File: src/logic/md_pkg.sv
////////////////////////////////////////////////////////////////////////////
// shared types of the M-extension multiply/divide unit
// imported by every RTL block and by the testbench
////////////////////////////////////////////////////////////////////////////

package md_pkg;

  // operand and result width, fixed by the ISA
  localparam int XLEN     = 32;
  // divider shift count, holds 0..XLEN
  localparam int LOG_XLEN = 6;

  // funct3 order, so op[2] marks the divide group
  typedef enum logic [2:0] {
    MUL    = 3'd0,
    MULH   = 3'd1,
    MULHSU = 3'd2,
    MULHU  = 3'd3,
    DIV    = 3'd4,
    DIVU   = 3'd5,
    REM    = 3'd6,
    REMU   = 3'd7
  } md_op_e;

  // request at the top level
  typedef struct packed {
    md_op_e            op;
    logic [XLEN-1:0]   op_a;
    logic [XLEN-1:0]   op_b;
  } md_req_t;

  // divider request, divisor already normalized
  typedef struct packed {
    logic [XLEN-1:0]     op_a;
    logic [XLEN-1:0]     op_b;
    logic [LOG_XLEN-1:0] op_b_shift;
    logic                op_b_is_zero;
    // zero for unsigned operations
    logic                op_b_sign;
    logic                div_signed;
    logic                div_rem;
  } div_req_t;

  // multiplier request
  typedef struct packed {
    logic [XLEN-1:0] op_a;
    logic [XLEN-1:0] op_b;
    logic            a_signed;
    logic            b_signed;
    logic            high;
  } mul_req_t;

  typedef enum logic [1:0] {DIV_IDLE, DIV_DIVIDE, DIV_FINISH} div_state_e;
  typedef enum logic [1:0] {MUL_IDLE, MUL_RUN, MUL_FINISH} mul_state_e;

endpackage

File: src/logic/md_op_decode.sv
////////////////////////////////////////////////////////////////////////////
// splits one request into divider and multiplier operands, combinational
////////////////////////////////////////////////////////////////////////////

`timescale 1ns/1ps

module md_op_decode import md_pkg::*; (
  input  md_req_t  req,
  output div_req_t div_req,
  output mul_req_t mul_req,
  output logic     is_div
);

  logic                a_signed;
  logic                b_signed;
  logic                high;
  logic                div_signed;
  logic                div_rem;
  logic                b_neg;
  logic [XLEN-1:0]     lead_src;
  logic [LOG_XLEN-1:0] lead_cnt;
  logic [LOG_XLEN-1:0] shift;

  // operation classes
  always_comb begin
    is_div     = 1'b0;
    a_signed   = 1'b0;
    b_signed   = 1'b0;
    high       = 1'b0;
    div_signed = 1'b0;
    div_rem    = 1'b0;
    case (req.op)
      MUL: ;
      MULH: begin
        a_signed = 1'b1;
        b_signed = 1'b1;
        high     = 1'b1;
      end
      MULHSU: begin
        a_signed = 1'b1;
        high     = 1'b1;
      end
      MULHU: high = 1'b1;
      DIV: begin
        is_div     = 1'b1;
        div_signed = 1'b1;
      end
      DIVU: is_div = 1'b1;
      REM: begin
        is_div     = 1'b1;
        div_signed = 1'b1;
        div_rem    = 1'b1;
      end
      REMU: begin
        is_div  = 1'b1;
        div_rem = 1'b1;
      end
      default: ;
    endcase
  end

  ////////////////////////////////////////////////////////////////////////////
  // divisor normalization
  ////////////////////////////////////////////////////////////////////////////

  // sign only matters for signed divides
  assign b_neg    = div_signed & req.op_b[XLEN-1];
  // leading ones of a negative divisor are leading zeros of its inverse
  assign lead_src = b_neg ? ~req.op_b : req.op_b;

  // highest set bit wins, all zero gives XLEN
  always_comb begin
    lead_cnt = LOG_XLEN'(XLEN);
    for (int i = 0; i < XLEN; i++) begin
      if (lead_src[i]) begin
        lead_cnt = LOG_XLEN'(XLEN - 1 - i);
      end
    end
  end

  // keep one sign bit on negative divisors
  // so the magnitude still fits after shifting
  assign shift = lead_cnt - LOG_XLEN'(b_neg);

  always_comb begin
    div_req.op_a         = req.op_a;
    div_req.op_b         = req.op_b << shift;
    div_req.op_b_shift   = shift;
    div_req.op_b_is_zero = (req.op_b == '0);
    div_req.op_b_sign    = b_neg;
    div_req.div_signed   = div_signed;
    div_req.div_rem      = div_rem;
  end

  always_comb begin
    mul_req.op_a     = req.op_a;
    mul_req.op_b     = req.op_b;
    mul_req.a_signed = a_signed;
    mul_req.b_signed = b_signed;
    mul_req.high     = high;
  end

endmodule

File: src/logic/md_serial_div.sv
////////////////////////////////////////////////////////////////////////////
// serial restoring divider producing one quotient bit per cycle
// a one-cycle start pulse loads it and the result is held until out_rdy
////////////////////////////////////////////////////////////////////////////

`timescale 1ns/1ps

module md_serial_div import md_pkg::*; (
  input  logic            Clk_CI,
  input  logic            Rst_RBI,
  input  logic            start,
  input  div_req_t        req,
  input  logic            out_rdy,
  output logic            out_vld,
  output logic [XLEN-1:0] res
);

  div_state_e          state_d, state_q;
  logic [LOG_XLEN-1:0] cnt_d, cnt_q;
  logic                cnt_zero;

  // remainder, shifting divisor, reversed quotient
  logic [XLEN-1:0]     a_d, a_q;
  logic [XLEN-1:0]     b_d, b_q;
  logic [XLEN-1:0]     res_d, res_q;
  logic [XLEN-1:0]     res_rev;

  logic                rem_sel_q;
  logic                res_inv_q;

  logic                load;
  logic                step;
  logic                ge;
  logic                a_neg;
  logic [XLEN-1:0]     b_mag;
  logic [XLEN-1:0]     add_x;
  logic [XLEN-1:0]     add_y;
  logic                add_sub;
  logic [XLEN-1:0]     add_out;
  logic [XLEN-1:0]     out_mux;

  ////////////////////////////////////////////////////////////////////////////
  // datapath
  ////////////////////////////////////////////////////////////////////////////

  assign a_neg = req.div_signed & req.op_a[XLEN-1];
  // divisor sign is already gated for unsigned ops
  assign b_mag = req.op_b_sign ? -req.op_b : req.op_b;

  // shared adder
  // load takes 0 +/- dividend
  // divide takes remainder minus divisor
  assign add_x   = load ? '0 : a_q;
  assign add_y   = load ? req.op_a : b_q;
  assign add_sub = load ? a_neg : 1'b1;
  assign add_out = add_sub ? add_x - add_y : add_x + add_y;

  // quotient bit
  assign ge = (a_q >= b_q);

  // quotient bits enter at the top with the msb first
  assign res_rev = {<<{res_q}};
  assign out_mux = rem_sel_q ? a_q : res_rev;
  assign res     = res_inv_q ? -out_mux : out_mux;

  ////////////////////////////////////////////////////////////////////////////
  // control
  ////////////////////////////////////////////////////////////////////////////

  assign cnt_zero = (cnt_q == '0);

  always_comb begin
    state_d = state_q;
    out_vld = 1'b0;
    load    = 1'b0;
    step    = 1'b0;
    case (state_q)
      DIV_IDLE: begin
        // idle reports valid until a start arrives
        out_vld = ~start;
        if (start) begin
          load    = 1'b1;
          state_d = DIV_DIVIDE;
        end
      end
      DIV_DIVIDE: begin
        step = 1'b1;
        // last compare happens at count zero
        if (cnt_zero) begin
          state_d = DIV_FINISH;
        end
      end
      DIV_FINISH: begin
        out_vld = 1'b1;
        if (out_rdy) begin
          state_d = DIV_IDLE;
        end
      end
      default: state_d = DIV_IDLE;
    endcase
  end

  assign cnt_d = load                ? req.op_b_shift :
                 (step & ~cnt_zero)  ? cnt_q - 1'b1   : cnt_q;

  // remainder only updates when the divisor fits
  assign a_d   = (load | (step & ge)) ? add_out : a_q;
  assign b_d   = load ? b_mag : step ? (b_q >> 1) : b_q;
  assign res_d = load ? '0 : step ? {ge, res_q[XLEN-1:1]} : res_q;

  always_ff @(posedge Clk_CI or negedge Rst_RBI) begin
    if (!Rst_RBI) begin
      state_q   <= DIV_IDLE;
      cnt_q     <= '0;
      rem_sel_q <= 1'b0;
      res_inv_q <= 1'b0;
    end else begin
      state_q <= state_d;
      cnt_q   <= cnt_d;
      if (load) begin
        rem_sel_q <= req.div_rem;
        // remainder follows the dividend sign
        // quotient of a zero divisor stays all ones
        res_inv_q <= req.div_rem ? a_neg :
                     (a_neg ^ req.op_b_sign) & ~req.op_b_is_zero;
      end
    end
  end

  always_ff @(posedge Clk_CI) begin
    a_q   <= a_d;
    b_q   <= b_d;
    res_q <= res_d;
  end

endmodule

File: src/logic/md_serial_mul.sv
////////////////////////////////////////////////////////////////////////////
// serial shift-add multiplier on magnitudes, XLEN cycles per product
////////////////////////////////////////////////////////////////////////////

`timescale 1ns/1ps

module md_serial_mul import md_pkg::*; (
  input  logic            Clk_CI,
  input  logic            Rst_RBI,
  input  logic            start,
  input  mul_req_t        req,
  input  logic            out_rdy,
  output logic            out_vld,
  output logic [XLEN-1:0] res
);

  mul_state_e          state_d, state_q;
  logic [LOG_XLEN-1:0] cnt_q;
  logic                cnt_zero;
  logic                neg_q;
  logic                high_q;

  logic [XLEN-1:0]     mcand_q;
  // upper half accumulates, lower half holds the remaining multiplier bits
  logic [2*XLEN-1:0]   prod_q;

  logic                load;
  logic                step;
  logic                a_neg;
  logic                b_neg;
  logic [XLEN-1:0]     a_mag;
  logic [XLEN-1:0]     b_mag;
  logic [XLEN-1:0]     addend;
  logic [XLEN:0]       sum;
  logic [2*XLEN-1:0]   prod_fin;

  // operand magnitudes
  assign a_neg = req.a_signed & req.op_a[XLEN-1];
  assign b_neg = req.b_signed & req.op_b[XLEN-1];
  assign a_mag = a_neg ? -req.op_a : req.op_a;
  assign b_mag = b_neg ? -req.op_b : req.op_b;

  // add multiplicand when the low multiplier bit is set
  assign addend = prod_q[0] ? mcand_q : '0;
  assign sum    = {1'b0, prod_q[2*XLEN-1:XLEN]} + {1'b0, addend};

  // sign fixup over the full double word
  assign prod_fin = neg_q ? -prod_q : prod_q;
  assign res      = high_q ? prod_fin[2*XLEN-1:XLEN] : prod_fin[XLEN-1:0];

  assign cnt_zero = (cnt_q == '0);

  ////////////////////////////////////////////////////////////////////////////
  // FSM
  ////////////////////////////////////////////////////////////////////////////

  always_comb begin
    state_d = state_q;
    out_vld = 1'b0;
    load    = 1'b0;
    step    = 1'b0;
    case (state_q)
      MUL_IDLE: begin
        if (start) begin
          load    = 1'b1;
          state_d = MUL_RUN;
        end
      end
      MUL_RUN: begin
        step = 1'b1;
        if (cnt_zero) begin
          state_d = MUL_FINISH;
        end
      end
      MUL_FINISH: begin
        out_vld = 1'b1;
        if (out_rdy) begin
          state_d = MUL_IDLE;
        end
      end
      default: state_d = MUL_IDLE;
    endcase
  end

  always_ff @(posedge Clk_CI or negedge Rst_RBI) begin
    if (!Rst_RBI) begin
      state_q <= MUL_IDLE;
      cnt_q   <= '0;
      neg_q   <= 1'b0;
      high_q  <= 1'b0;
    end else begin
      state_q <= state_d;
      if (load) begin
        // XLEN run cycles, counting down to zero
        cnt_q  <= LOG_XLEN'(XLEN - 1);
        neg_q  <= a_neg ^ b_neg;
        high_q <= req.high;
      end else if (step & ~cnt_zero) begin
        cnt_q <= cnt_q - 1'b1;
      end
    end
  end

  always_ff @(posedge Clk_CI) begin
    if (load) begin
      mcand_q <= a_mag;
      prod_q  <= {{XLEN{1'b0}}, b_mag};
    end else if (step) begin
      // carry moves into the top bit as everything shifts right
      prod_q <= {sum, prod_q[XLEN-1:1]};
    end
  end

endmodule

File: src/logic/md_result_sel.sv
////////////////////////////////////////////////////////////////////////////
// accept/busy tracking, unit start and output selection
////////////////////////////////////////////////////////////////////////////

`timescale 1ns/1ps

module md_result_sel import md_pkg::*; (
  input  logic            Clk_CI,
  input  logic            Rst_RBI,
  input  logic            in_vld,
  input  logic            is_div,
  input  logic            out_rdy,
  input  logic            div_vld,
  input  logic            mul_vld,
  input  logic [XLEN-1:0] div_res,
  input  logic [XLEN-1:0] mul_res,
  output logic            in_rdy,
  output logic            div_start,
  output logic            mul_start,
  output logic            div_out_rdy,
  output logic            mul_out_rdy,
  output logic            out_vld,
  output logic [XLEN-1:0] result
);

  logic busy_q;
  logic owner_div_q;
  logic accept;
  logic done;

  // one operation in flight
  assign in_rdy = ~busy_q;
  assign accept = in_vld & in_rdy;

  // start pulses go to the unit that owns the new op
  assign div_start = accept & is_div;
  assign mul_start = accept & ~is_div;

  // busy only rises on the start edge, so it also masks
  // the divider valid that idle reports before the start
  assign out_vld = busy_q & (owner_div_q ? div_vld : mul_vld);
  assign result  = owner_div_q ? div_res : mul_res;

  // ready only reaches the owner
  assign div_out_rdy = busy_q & owner_div_q & out_rdy;
  assign mul_out_rdy = busy_q & ~owner_div_q & out_rdy;

  assign done = out_vld & out_rdy;

  always_ff @(posedge Clk_CI or negedge Rst_RBI) begin
    if (!Rst_RBI) begin
      busy_q      <= 1'b0;
      owner_div_q <= 1'b0;
    end else begin
      if (accept) begin
        busy_q      <= 1'b1;
        owner_div_q <= is_div;
      end else if (done) begin
        busy_q <= 1'b0;
      end
    end
  end

endmodule

File: src/logic/md_unit.sv
////////////////////////////////////////////////////////////////////////////
// RISC-V M-extension multiply/divide unit, one operation at a time
// in_vld/in_rdy accept a request, out_vld/out_rdy hand back the result
////////////////////////////////////////////////////////////////////////////

`timescale 1ns/1ps

module md_unit import md_pkg::*; (
  input  logic            Clk_CI,
  input  logic            Rst_RBI,
  input  logic            in_vld,
  input  md_req_t         req,
  input  logic            out_rdy,
  output logic            in_rdy,
  output logic            out_vld,
  output logic [XLEN-1:0] result
);

  div_req_t        div_req;
  mul_req_t        mul_req;
  logic            is_div;
  logic            div_start;
  logic            mul_start;
  logic            div_out_rdy;
  logic            mul_out_rdy;
  logic            div_vld;
  logic            mul_vld;
  logic [XLEN-1:0] div_res;
  logic [XLEN-1:0] mul_res;

  // operand preparation
  md_op_decode i_op_decode (
    .req     (req),
    .div_req (div_req),
    .mul_req (mul_req),
    .is_div  (is_div)
  );

  // execution units side by side
  md_serial_div i_serial_div (
    .Clk_CI  (Clk_CI),
    .Rst_RBI (Rst_RBI),
    .start   (div_start),
    .req     (div_req),
    .out_rdy (div_out_rdy),
    .out_vld (div_vld),
    .res     (div_res)
  );

  md_serial_mul i_serial_mul (
    .Clk_CI  (Clk_CI),
    .Rst_RBI (Rst_RBI),
    .start   (mul_start),
    .req     (mul_req),
    .out_rdy (mul_out_rdy),
    .out_vld (mul_vld),
    .res     (mul_res)
  );

  // handshake and result mux
  md_result_sel i_result_sel (
    .Clk_CI      (Clk_CI),
    .Rst_RBI     (Rst_RBI),
    .in_vld      (in_vld),
    .is_div      (is_div),
    .out_rdy     (out_rdy),
    .div_vld     (div_vld),
    .mul_vld     (mul_vld),
    .div_res     (div_res),
    .mul_res     (mul_res),
    .in_rdy      (in_rdy),
    .div_start   (div_start),
    .mul_start   (mul_start),
    .div_out_rdy (div_out_rdy),
    .mul_out_rdy (mul_out_rdy),
    .out_vld     (out_vld),
    .result      (result)
  );

endmodule

File: config.mk
export PLATFORM = sky130hd
export DESIGN_NAME = md_unit
export DESIGN_NICKNAME = d
export VERILOG_FILES = /design/src/logic/md_pkg.sv /design/src/logic/md_op_decode.sv /design/src/logic/md_serial_div.sv /design/src/logic/md_serial_mul.sv /design/src/logic/md_result_sel.sv /design/src/logic/md_unit.sv
export SDC_FILE = /design/constraint.sdc
export NUM_CORES = 1
export LEC_CHECK = 0
export ABC_AREA = 0
export BUFFER_PORTS_ARGS = -buffer_cell sky130_fd_sc_hd__buf_2
export CAP_MARGIN = 40
export CORE_ASPECT_RATIO = 1.4
export CORE_MARGIN = 5
export CORE_UTILIZATION = 55
export CTS_BUF_LIST = sky130_fd_sc_hd__clkbuf_4 sky130_fd_sc_hd__clkbuf_8 sky130_fd_sc_hd__clkbuf_16
export DETAILED_ROUTE_END_ITERATION = 10
export PLACE_DENSITY = 0.77
export SLEW_MARGIN = 10
export SYNTH_ARGS = -nofsm -noshare
export SYNTH_HDL_FRONTEND = slang
export SYNTH_SLANG_ARGS = --single-unit
export TNS_END_PERCENT = 100
File: constraint.sdc
create_clock -name Clk_CI -period 18.4 [get_ports Clk_CI]
set_clock_uncertainty 0.2 [all_clocks]
set_input_delay 0.92 -clock Clk_CI [delete_from_list [all_inputs] [get_ports Clk_CI]]
set_output_delay 0.92 -clock Clk_CI [all_outputs]
set_load 0.05 [all_outputs]
==> results.sh, run 1 <==
export IMPL_cp_arrival_ps=7490
export IMPL_io_buffer_count=104
export IMPL_total_power_uw=4150
export IMPL_reg2reg_depth=22
export IMPL_drt_iter0_markers=2107
export IMPL_drcViolationCount=0
export IMPL_gp_congestion=1.01
export IMPL_pre_cts_ws_ps=10670
export IMPL_ys_seq_area_frac=0.270
export IMPL_clock_fmax_mhz=135
export IMPL_required_ps=18500
export IMPL_die_h_um=241
export IMPL_drive_gt1_frac=0.105
export IMPL_crit_top_cell="o21ai_0"
export IMPL_slew_headroom=0.396
export IMPL_grt_pass1_wl_um=112000
export IMPL_setup_slack_ps=11010
export IMPL_critPathKind="input port to flop"
export IMPL_yosysUniqueCellTypes=95
export IMPL_status="completed"
export IMPL_synth_largest_area_cell="edfxtp_1"
export IMPL_ctsHoldBuffers=0
export IMPL_cts_tree="done"
export IMPL_finalWirelength_um=73200
export IMPL_cts_htree_levels=1
export IMPL_netlist_instances=2598
export IMPL_grt_max_degree=80
export IMPL_row_count=84
export IMPL_grt_ovfl_total=0
export IMPL_post_drt_wl_per_cell_um=23.8
export IMPL_slowest_delay_ps=610
export IMPL_p_per_area_nw_per_um2=184
export IMPL_postSynthAreaPerCell_um2=8.08
export IMPL_cts_root_buf="clkbuf_16"
export IMPL_rr_startpoint="i_result_sel.busy_q"
export IMPL_cts_buffers_inserted=24
export IMPL_synth_most_common_cell="nand2_1"
export IMPL_grt_pass1_vias=19500
export IMPL_dr_pass1_iters=6
export IMPL_fin_setup_tns_ps=0
export IMPL_ys_ff_latch=214
export IMPL_startpoint_type="input port"
export IMPL_timing_rr_end="i_serial_div.a_q[31]"
export IMPL_r2r_slack_ps=11180
export IMPL_endpoint_kind="flop"
export IMPL_synthArstFlopShare=0.103
export IMPL_critPathTopFamily="compound AO/OA/AOI/OAI gates"
export IMPL_synth_edf_count=128
export IMPL_cts_resized=0
export IMPL_yosysWarnings=0
export IMPL_timing_hold_ws_ps=201
export IMPL_rsz0062_at_grt="false"
export IMPL_ioPinCount=105
export IMPL_worstMarginPinSlew_ps=881
export IMPL_ys_flop_type="edfxtp_1"
export IMPL_initial_utilization=0.558
export IMPL_slowest_stage="o41ai_1"
export IMPL_crit_buf_inv=3
export IMPL_drv_slew=0
export IMPL_maxCapViolCount=0
export IMPL_syn_cell_area_um2=21000
export IMPL_finalSetupViolCount=0
export IMPL_worstPathMaxFanout=62
export IMPL_antenna_found_initial=3
export IMPL_grtUsageTotal=0.337
export IMPL_fin_crit_ps=7390
export IMPL_via_per_inst=6.61
export IMPL_clockBufferDepth=3
export IMPL_yosysTopAreaCellShare=0.183
export IMPL_clock_sinks=214
export IMPL_die_area_um2=42200
export IMPL_synth_area_leaders="edfxtp_1 (18%), ha_1 (6.3%), dfxtp_1 (6.1%)"
export IMPL_clock_latency_ps=550
export IMPL_cts_clk_slew_worst_paths_ps=60
export IMPL_fp_coreArea_um2=37600
export IMPL_syn_to_final_growth_pct=7.68
export IMPL_ir_drop_uv=93.2
export IMPL_final_net_count=2768
export IMPL_path_cells="buf_2 > nand3b_1 > nor3_2 > buf_4 > buf_4 > mux2i_1 > ha_1 > o31ai_1 > ha_1 > nor2b_1 > o21ai_0 > a21boi_0 > o21ai_0 > a211oi_1 > nor3_1 > a211oi_1 > nor2_1 > a211o_1 > o21ai_0 > o41ai_1 > o2111ai_1 > a21oi_1 > xor2_1"
export IMPL_vias=20400
export IMPL_synth_common_cells="nand2_1 (308), o21ai_0 (242), a21oi_1 (178)"
export IMPL_leakage_uw=0.00892
export IMPL_chipWidth_um=175
export IMPL_ant_nets=0
export IMPL_fin_crit_sh=0.402
export IMPL_cts_setup_buffers=0
export IMPL_dp_final_hpwl_um=56600
export IMPL_hold_viol=0
export IMPL_hold_path_class="input port to async pin"
export IMPL_synth_fp_nets=2777
==> worst max path at each step <==
stage,from,endpoint,slack [ps],cells after the start
after floorplan,req[66],i_serial_div.a_q[30],11540,25
after global placement,req[66],i_serial_div.a_q[31],11020,23
after detailed placement,req[66],i_serial_div.a_q[31],10670,23
after CTS,req[66],i_serial_div.a_q[31],11230,23
after global routing,req[66],i_serial_div.a_q[31],10570,23
final,req[66],i_serial_div.a_q[31],11010,23
==> flip-flops by register name, summed over array words and instances, names as in the netlist <==
signal and flops:
i_serial_div.res_q 32, i_serial_div.res_inv_q 1, i_serial_mul.high_q 1, i_result_sel.busy_q 1
i_serial_div.a_q 32, i_serial_div.rem_sel_q 1, i_serial_div.b_q 32, i_result_sel.owner_div_q 1
i_serial_mul.mcand_q 32, i_serial_div.state_q 2, i_serial_mul.cnt_q 6, i_serial_mul.prod_q 64
i_serial_mul.neg_q 1, i_serial_mul.state_q 2, i_serial_div.cnt_q 6
==> layer usage <==
metal  GRT usage  share of wire
met5           0        0.00016
met4       0.224          0.078
met3      0.0404          0.071
met2       0.562           0.47
met1       0.413           0.38
==> power by group <==
part	internal, uW	total [uW]	switching [uW]
logic	936	2600	1660
clock network	302	511	209
registers	799	1040	243
==> worst reg2reg max path, stage by stage, from the launching register on <==
cell and delay [ps]:
dfrtp_1 420, nand3b_1 310, nor3_2 170, buf_4 410, buf_4 630, mux2i_1 340, ha_1 270, o31ai_1 410
ha_1 310, nor2b_1 120, o21ai_0 240, a21boi_0 180, o21ai_0 400, a211oi_1 180, nor3_1 490, a211oi_1 240
nor2_1 160, a211o_1 190, o21ai_0 170, o41ai_1 610, o2111ai_1 250, a21oi_1 210, xor2_1 80
==> through the flow <==
stage / area (um^2) / cells / util
after CTS: 22600 / 3080 / 0.600
after floorplan: 21000 / 2598 / -
after detailed placement: 21700 / 3036 / 0.578
after global routing: 22600 / 3080 / 0.600
after global placement: 21600 / 3028 / 0.574
final: 22600 / 3083 / 0.601
==> layout make-up <==
class,count,area (um^2)
Fill cell,3317,15000
Multi-Input combinational cell,2123,14300
Sequential cell,214,5680
Timing Repair Buffer,138,843
Clock buffer,31,747
Tap cell,473,592
Inverter,88,330
Clock inverter,13,105
Antenna cell,3,7.51
==> kinds of logic after synthesis <==
logic type | share of synthesized area
AOI/OAI and AO/OA | 0.226
xor gates and xnor gates | 0.109
adders and majority gates | 0.0651
buffers and inverters | 0.0497
DFF | 0.270
muxes | 0.0683
and+or+nand+nor | 0.211
==> cell usage in the layout, fill, tap and decap left out, types with 27 or more instances in the layout <==
master	count
nand2b_1	29
a21oi_1	177
a31oi_1	30
nand3_1	55
a21boi_0	28
inv_1	87
clkbuf_16	29
nand2_1	308
o31ai_1	41
mux2i_1	70
xor2_1	126
dfxtp_1	64
or3_1	32
and2_1	70
nor4_1	27
ha_1	106
xnor2_1	130
a21o_1	38
nor2_1	170
edfxtp_1	128
nor3_1	70
o21ai_0	242
buf_2	106
Note: power is estimated with default switching activity, not from simulation.
==> inputs of run 2 (changes only) <==
--- a/config.mk
+++ b/config.mk
@@ -13,7 +13,7 @@
 export CORE_UTILIZATION = 55
 export CTS_BUF_LIST = sky130_fd_sc_hd__clkbuf_4 sky130_fd_sc_hd__clkbuf_8 sky130_fd_sc_hd__clkbuf_16
 export DETAILED_ROUTE_END_ITERATION = 10
-export PLACE_DENSITY = 0.77
+export PLACE_DENSITY = 0.8
 export SLEW_MARGIN = 10
 export SYNTH_ARGS = -nofsm -noshare
 export SYNTH_HDL_FRONTEND = slang
==> constraint.sdc (replaced) <==
create_clock -name Clk_CI -period 6.7 [get_ports Clk_CI]
set_clock_uncertainty 0.2 [all_clocks]
set_input_delay 0.335 -clock Clk_CI [delete_from_list [all_inputs] [get_ports Clk_CI]]
set_output_delay 0.335 -clock Clk_CI [all_outputs]
set_load 0.05 [all_outputs]
==> results.sh, run 2 (synthesis gave the netlist of run 1 again) <==
export IMPL_status="completed"
export IMPL_r2r_slack_ps=620
export IMPL_hold_viol=0
export IMPL_clock_latency_ps=550
export IMPL_die_area_um2=42200
export IMPL_dpl_cell_area_um2=21900
export IMPL_timing_rr_end="i_serial_div.a_q[31]"
export IMPL_clockBufferDepth=3
export IMPL_worstPathMaxFanout=6
export IMPL_internal_power_uw=5490
export IMPL_initial_utilization=0.558
export IMPL_rsz0062_at_grt="false"
export IMPL_slew_headroom=0.377
export IMPL_clock_sinks=214
export IMPL_grt_pass1_vias=19300
export IMPL_antenna_found_initial=6
export IMPL_maxCapViolCount=0
export IMPL_rr_startpoint="i_result_sel.busy_q"
export IMPL_p_switching_uw=5800
export IMPL_startpoint_type="flop"
export IMPL_endpoint_kind="output pin"
export IMPL_cp_arrival_ps=5710
export IMPL_stdcell_area_um2=22700
export IMPL_grtUsageTotal=0.337
export IMPL_dr_pass1_iters=6
export IMPL_critPathKind="flop to output pin"
export IMPL_reg2reg_depth=21
export IMPL_cts_setup_buffers=0
export IMPL_gp_congestion=1.01
export IMPL_fin_crit_ps=6240
export IMPL_largest_register="i_serial_mul.prod_q"
export IMPL_finalSetupViolCount=0
export IMPL_drt_iter0_markers=2028
export IMPL_p_seq_frac=0.255
export IMPL_cts_htree_levels=1
export IMPL_finalWirelength_um=73400
export IMPL_largest_reg_flops=64
export IMPL_row_count=84
export IMPL_swShare=0.514
export IMPL_ant_nets=0
export IMPL_grt_max_degree=81
export IMPL_chipWidth_um=175
export IMPL_ir_drop_uv=234
export IMPL_syn_to_final_growth_pct=8.28
export IMPL_fin_crit_sh=0.932
export IMPL_cts_clk_slew_worst_paths_ps=60
export IMPL_ioPinCount=105
export IMPL_die_h_um=241
export IMPL_cts_buffers_inserted=23
export IMPL_nFillCells=3357
export IMPL_drcViolationCount=0
export IMPL_final_cell_mix="nand2_1 (308), o21ai_0 (242), a21oi_1 (177), nor2_1 (170), xnor2_1 (130)"
export IMPL_clkPwrFrac=0.111
export IMPL_leakage_uw=0.00900
export IMPL_timing_hold_ws_ps=32.2
export IMPL_multiInputGateArea_um2=14300
export IMPL_dp_final_hpwl_um=57600
export IMPL_required_ps=6160
export IMPL_drive_gt1_frac=0.111
export IMPL_cts_root_buf="clkbuf_16"
export IMPL_pwr_share_comb=0.634
export IMPL_total_power_uw=11300
export IMPL_vias=20400
export IMPL_worstSetupEndpoint="result[28]"
export IMPL_grt_ovfl_total=0
export IMPL_final_net_count=2796
export IMPL_clock_fmax_mhz=160
export IMPL_cts_tree="done"
export IMPL_p_per_area_nw_per_um2=497
export IMPL_drv_slew=0
export IMPL_worstMarginPinSlew_ps=926
export IMPL_post_drt_wl_per_cell_um=23.6
export IMPL_hold_path_class="input port to flop"
export IMPL_fin_setup_tns_ps=0
export IMPL_grt_pass1_wl_um=112000
export IMPL_cp_startpoint="i_serial_mul.prod_q[16]"
export IMPL_io_buffer_count=104
export IMPL_final_common_cell="nand2_1"
export IMPL_via_per_inst=6.56
export IMPL_seqCellArea_um2=5680
export IMPL_fp_coreArea_um2=37600
## run 2: cell count changes in the layout (fill, tap and decap cells not counted), moves of 2 or more
cell | previous run | this run
dlygate4sd3_1 | 0 | 10
clkinv_4 | 3 | 1
buf_4 | 26 | 48
clkbuf_4 | 1 | 5
buf_6 | 2 | 0
clkbuf_16 | 29 | 24
buf_2 | 106 | 104
## run 2: power groups by stage
| stage | clock, uW | sequential, uW | combinational [uW] |
|---|---|---|---|
| 2_1_floorplan | 0 | 2590 | 5290 |
| 6_report | 1250 | 2880 | 7160 |
| 3_5_place_dp | 0 | 2880 | 7020 |
| 4_1_cts | 1270 | 2860 | 7060 |
| 3_3_place_gp | 0 | 2900 | 6750 |
| 5_1_grt | 1310 | 2940 | 7750 |
## run 2: layer usage
metal | global-route usage | wire, um | vias up
met2 | 0.576 | 34600 | 1006
met5 | 0 | 46 | -
met4 | 0.211 | 5510 | 8
met1 | 0.402 | 27700 | 9624
li1 | - | - | 9506
met3 | 0.0454 | 5470 | 254
## run 2: worst min path at each step
stage / start / end / slack, ps / cells past startpoint
floorplan: Rst_RBI / i_result_sel.busy_q / -160 / 0
global placement: Rst_RBI / i_serial_mul.high_q / 160 / 1
detailed placement: Rst_RBI / i_serial_mul.neg_q / 170 / 1
CTS: req[38] / i_serial_mul.mcand_q[6] / 20 / 2
global route: req[49] / i_serial_mul.mcand_q[17] / 30 / 2
finish: req[38] / i_serial_mul.mcand_q[6] / 30 / 2
## run 2: repair_timing
action / 4_1_cts / 5_1_grt
hold endpoints to repair: 31 / 0
endpoints found under the setup margin: 0 / 2
resized for setup: 0 / 1
hold buffers: 10 / 0
## run 2: cell type report
class                   count  share of cell area
inverters                  88              0.0145
diodes                      4            0.000440
well taps                 473              0.0260
clock buffers              30              0.0287
flip-flops and latches    214               0.250
repair buffers            167              0.0477
multi-input cells        2123               0.629
clock inverters            12             0.00336
## run 2: worst max-delay path, cell delays in order (launching register included)
cell and delay, ps:
edfxtp_1 460, or4_4 570, or3_1 350, or3_1 340, or3_1 390, or3_1 490
or4_4 560, nand2b_4 190, or3_4 430, or4_4 510, o21ai_2 140, xnor2_1 150
a21oi_1 90, o21ai_0 200, buf_2 310
## run 2: through the flow
step | setup slack [ps] | std cells | utilization
CTS | 455 | 3107 | 0.604
global placement | 614 | 3051 | 0.579
finish | 458 | 3111 | 0.604
floorplan | 422 | 2598 | -
global route | 109 | 3107 | 0.604
detailed placement | 439 | 3055 | 0.582
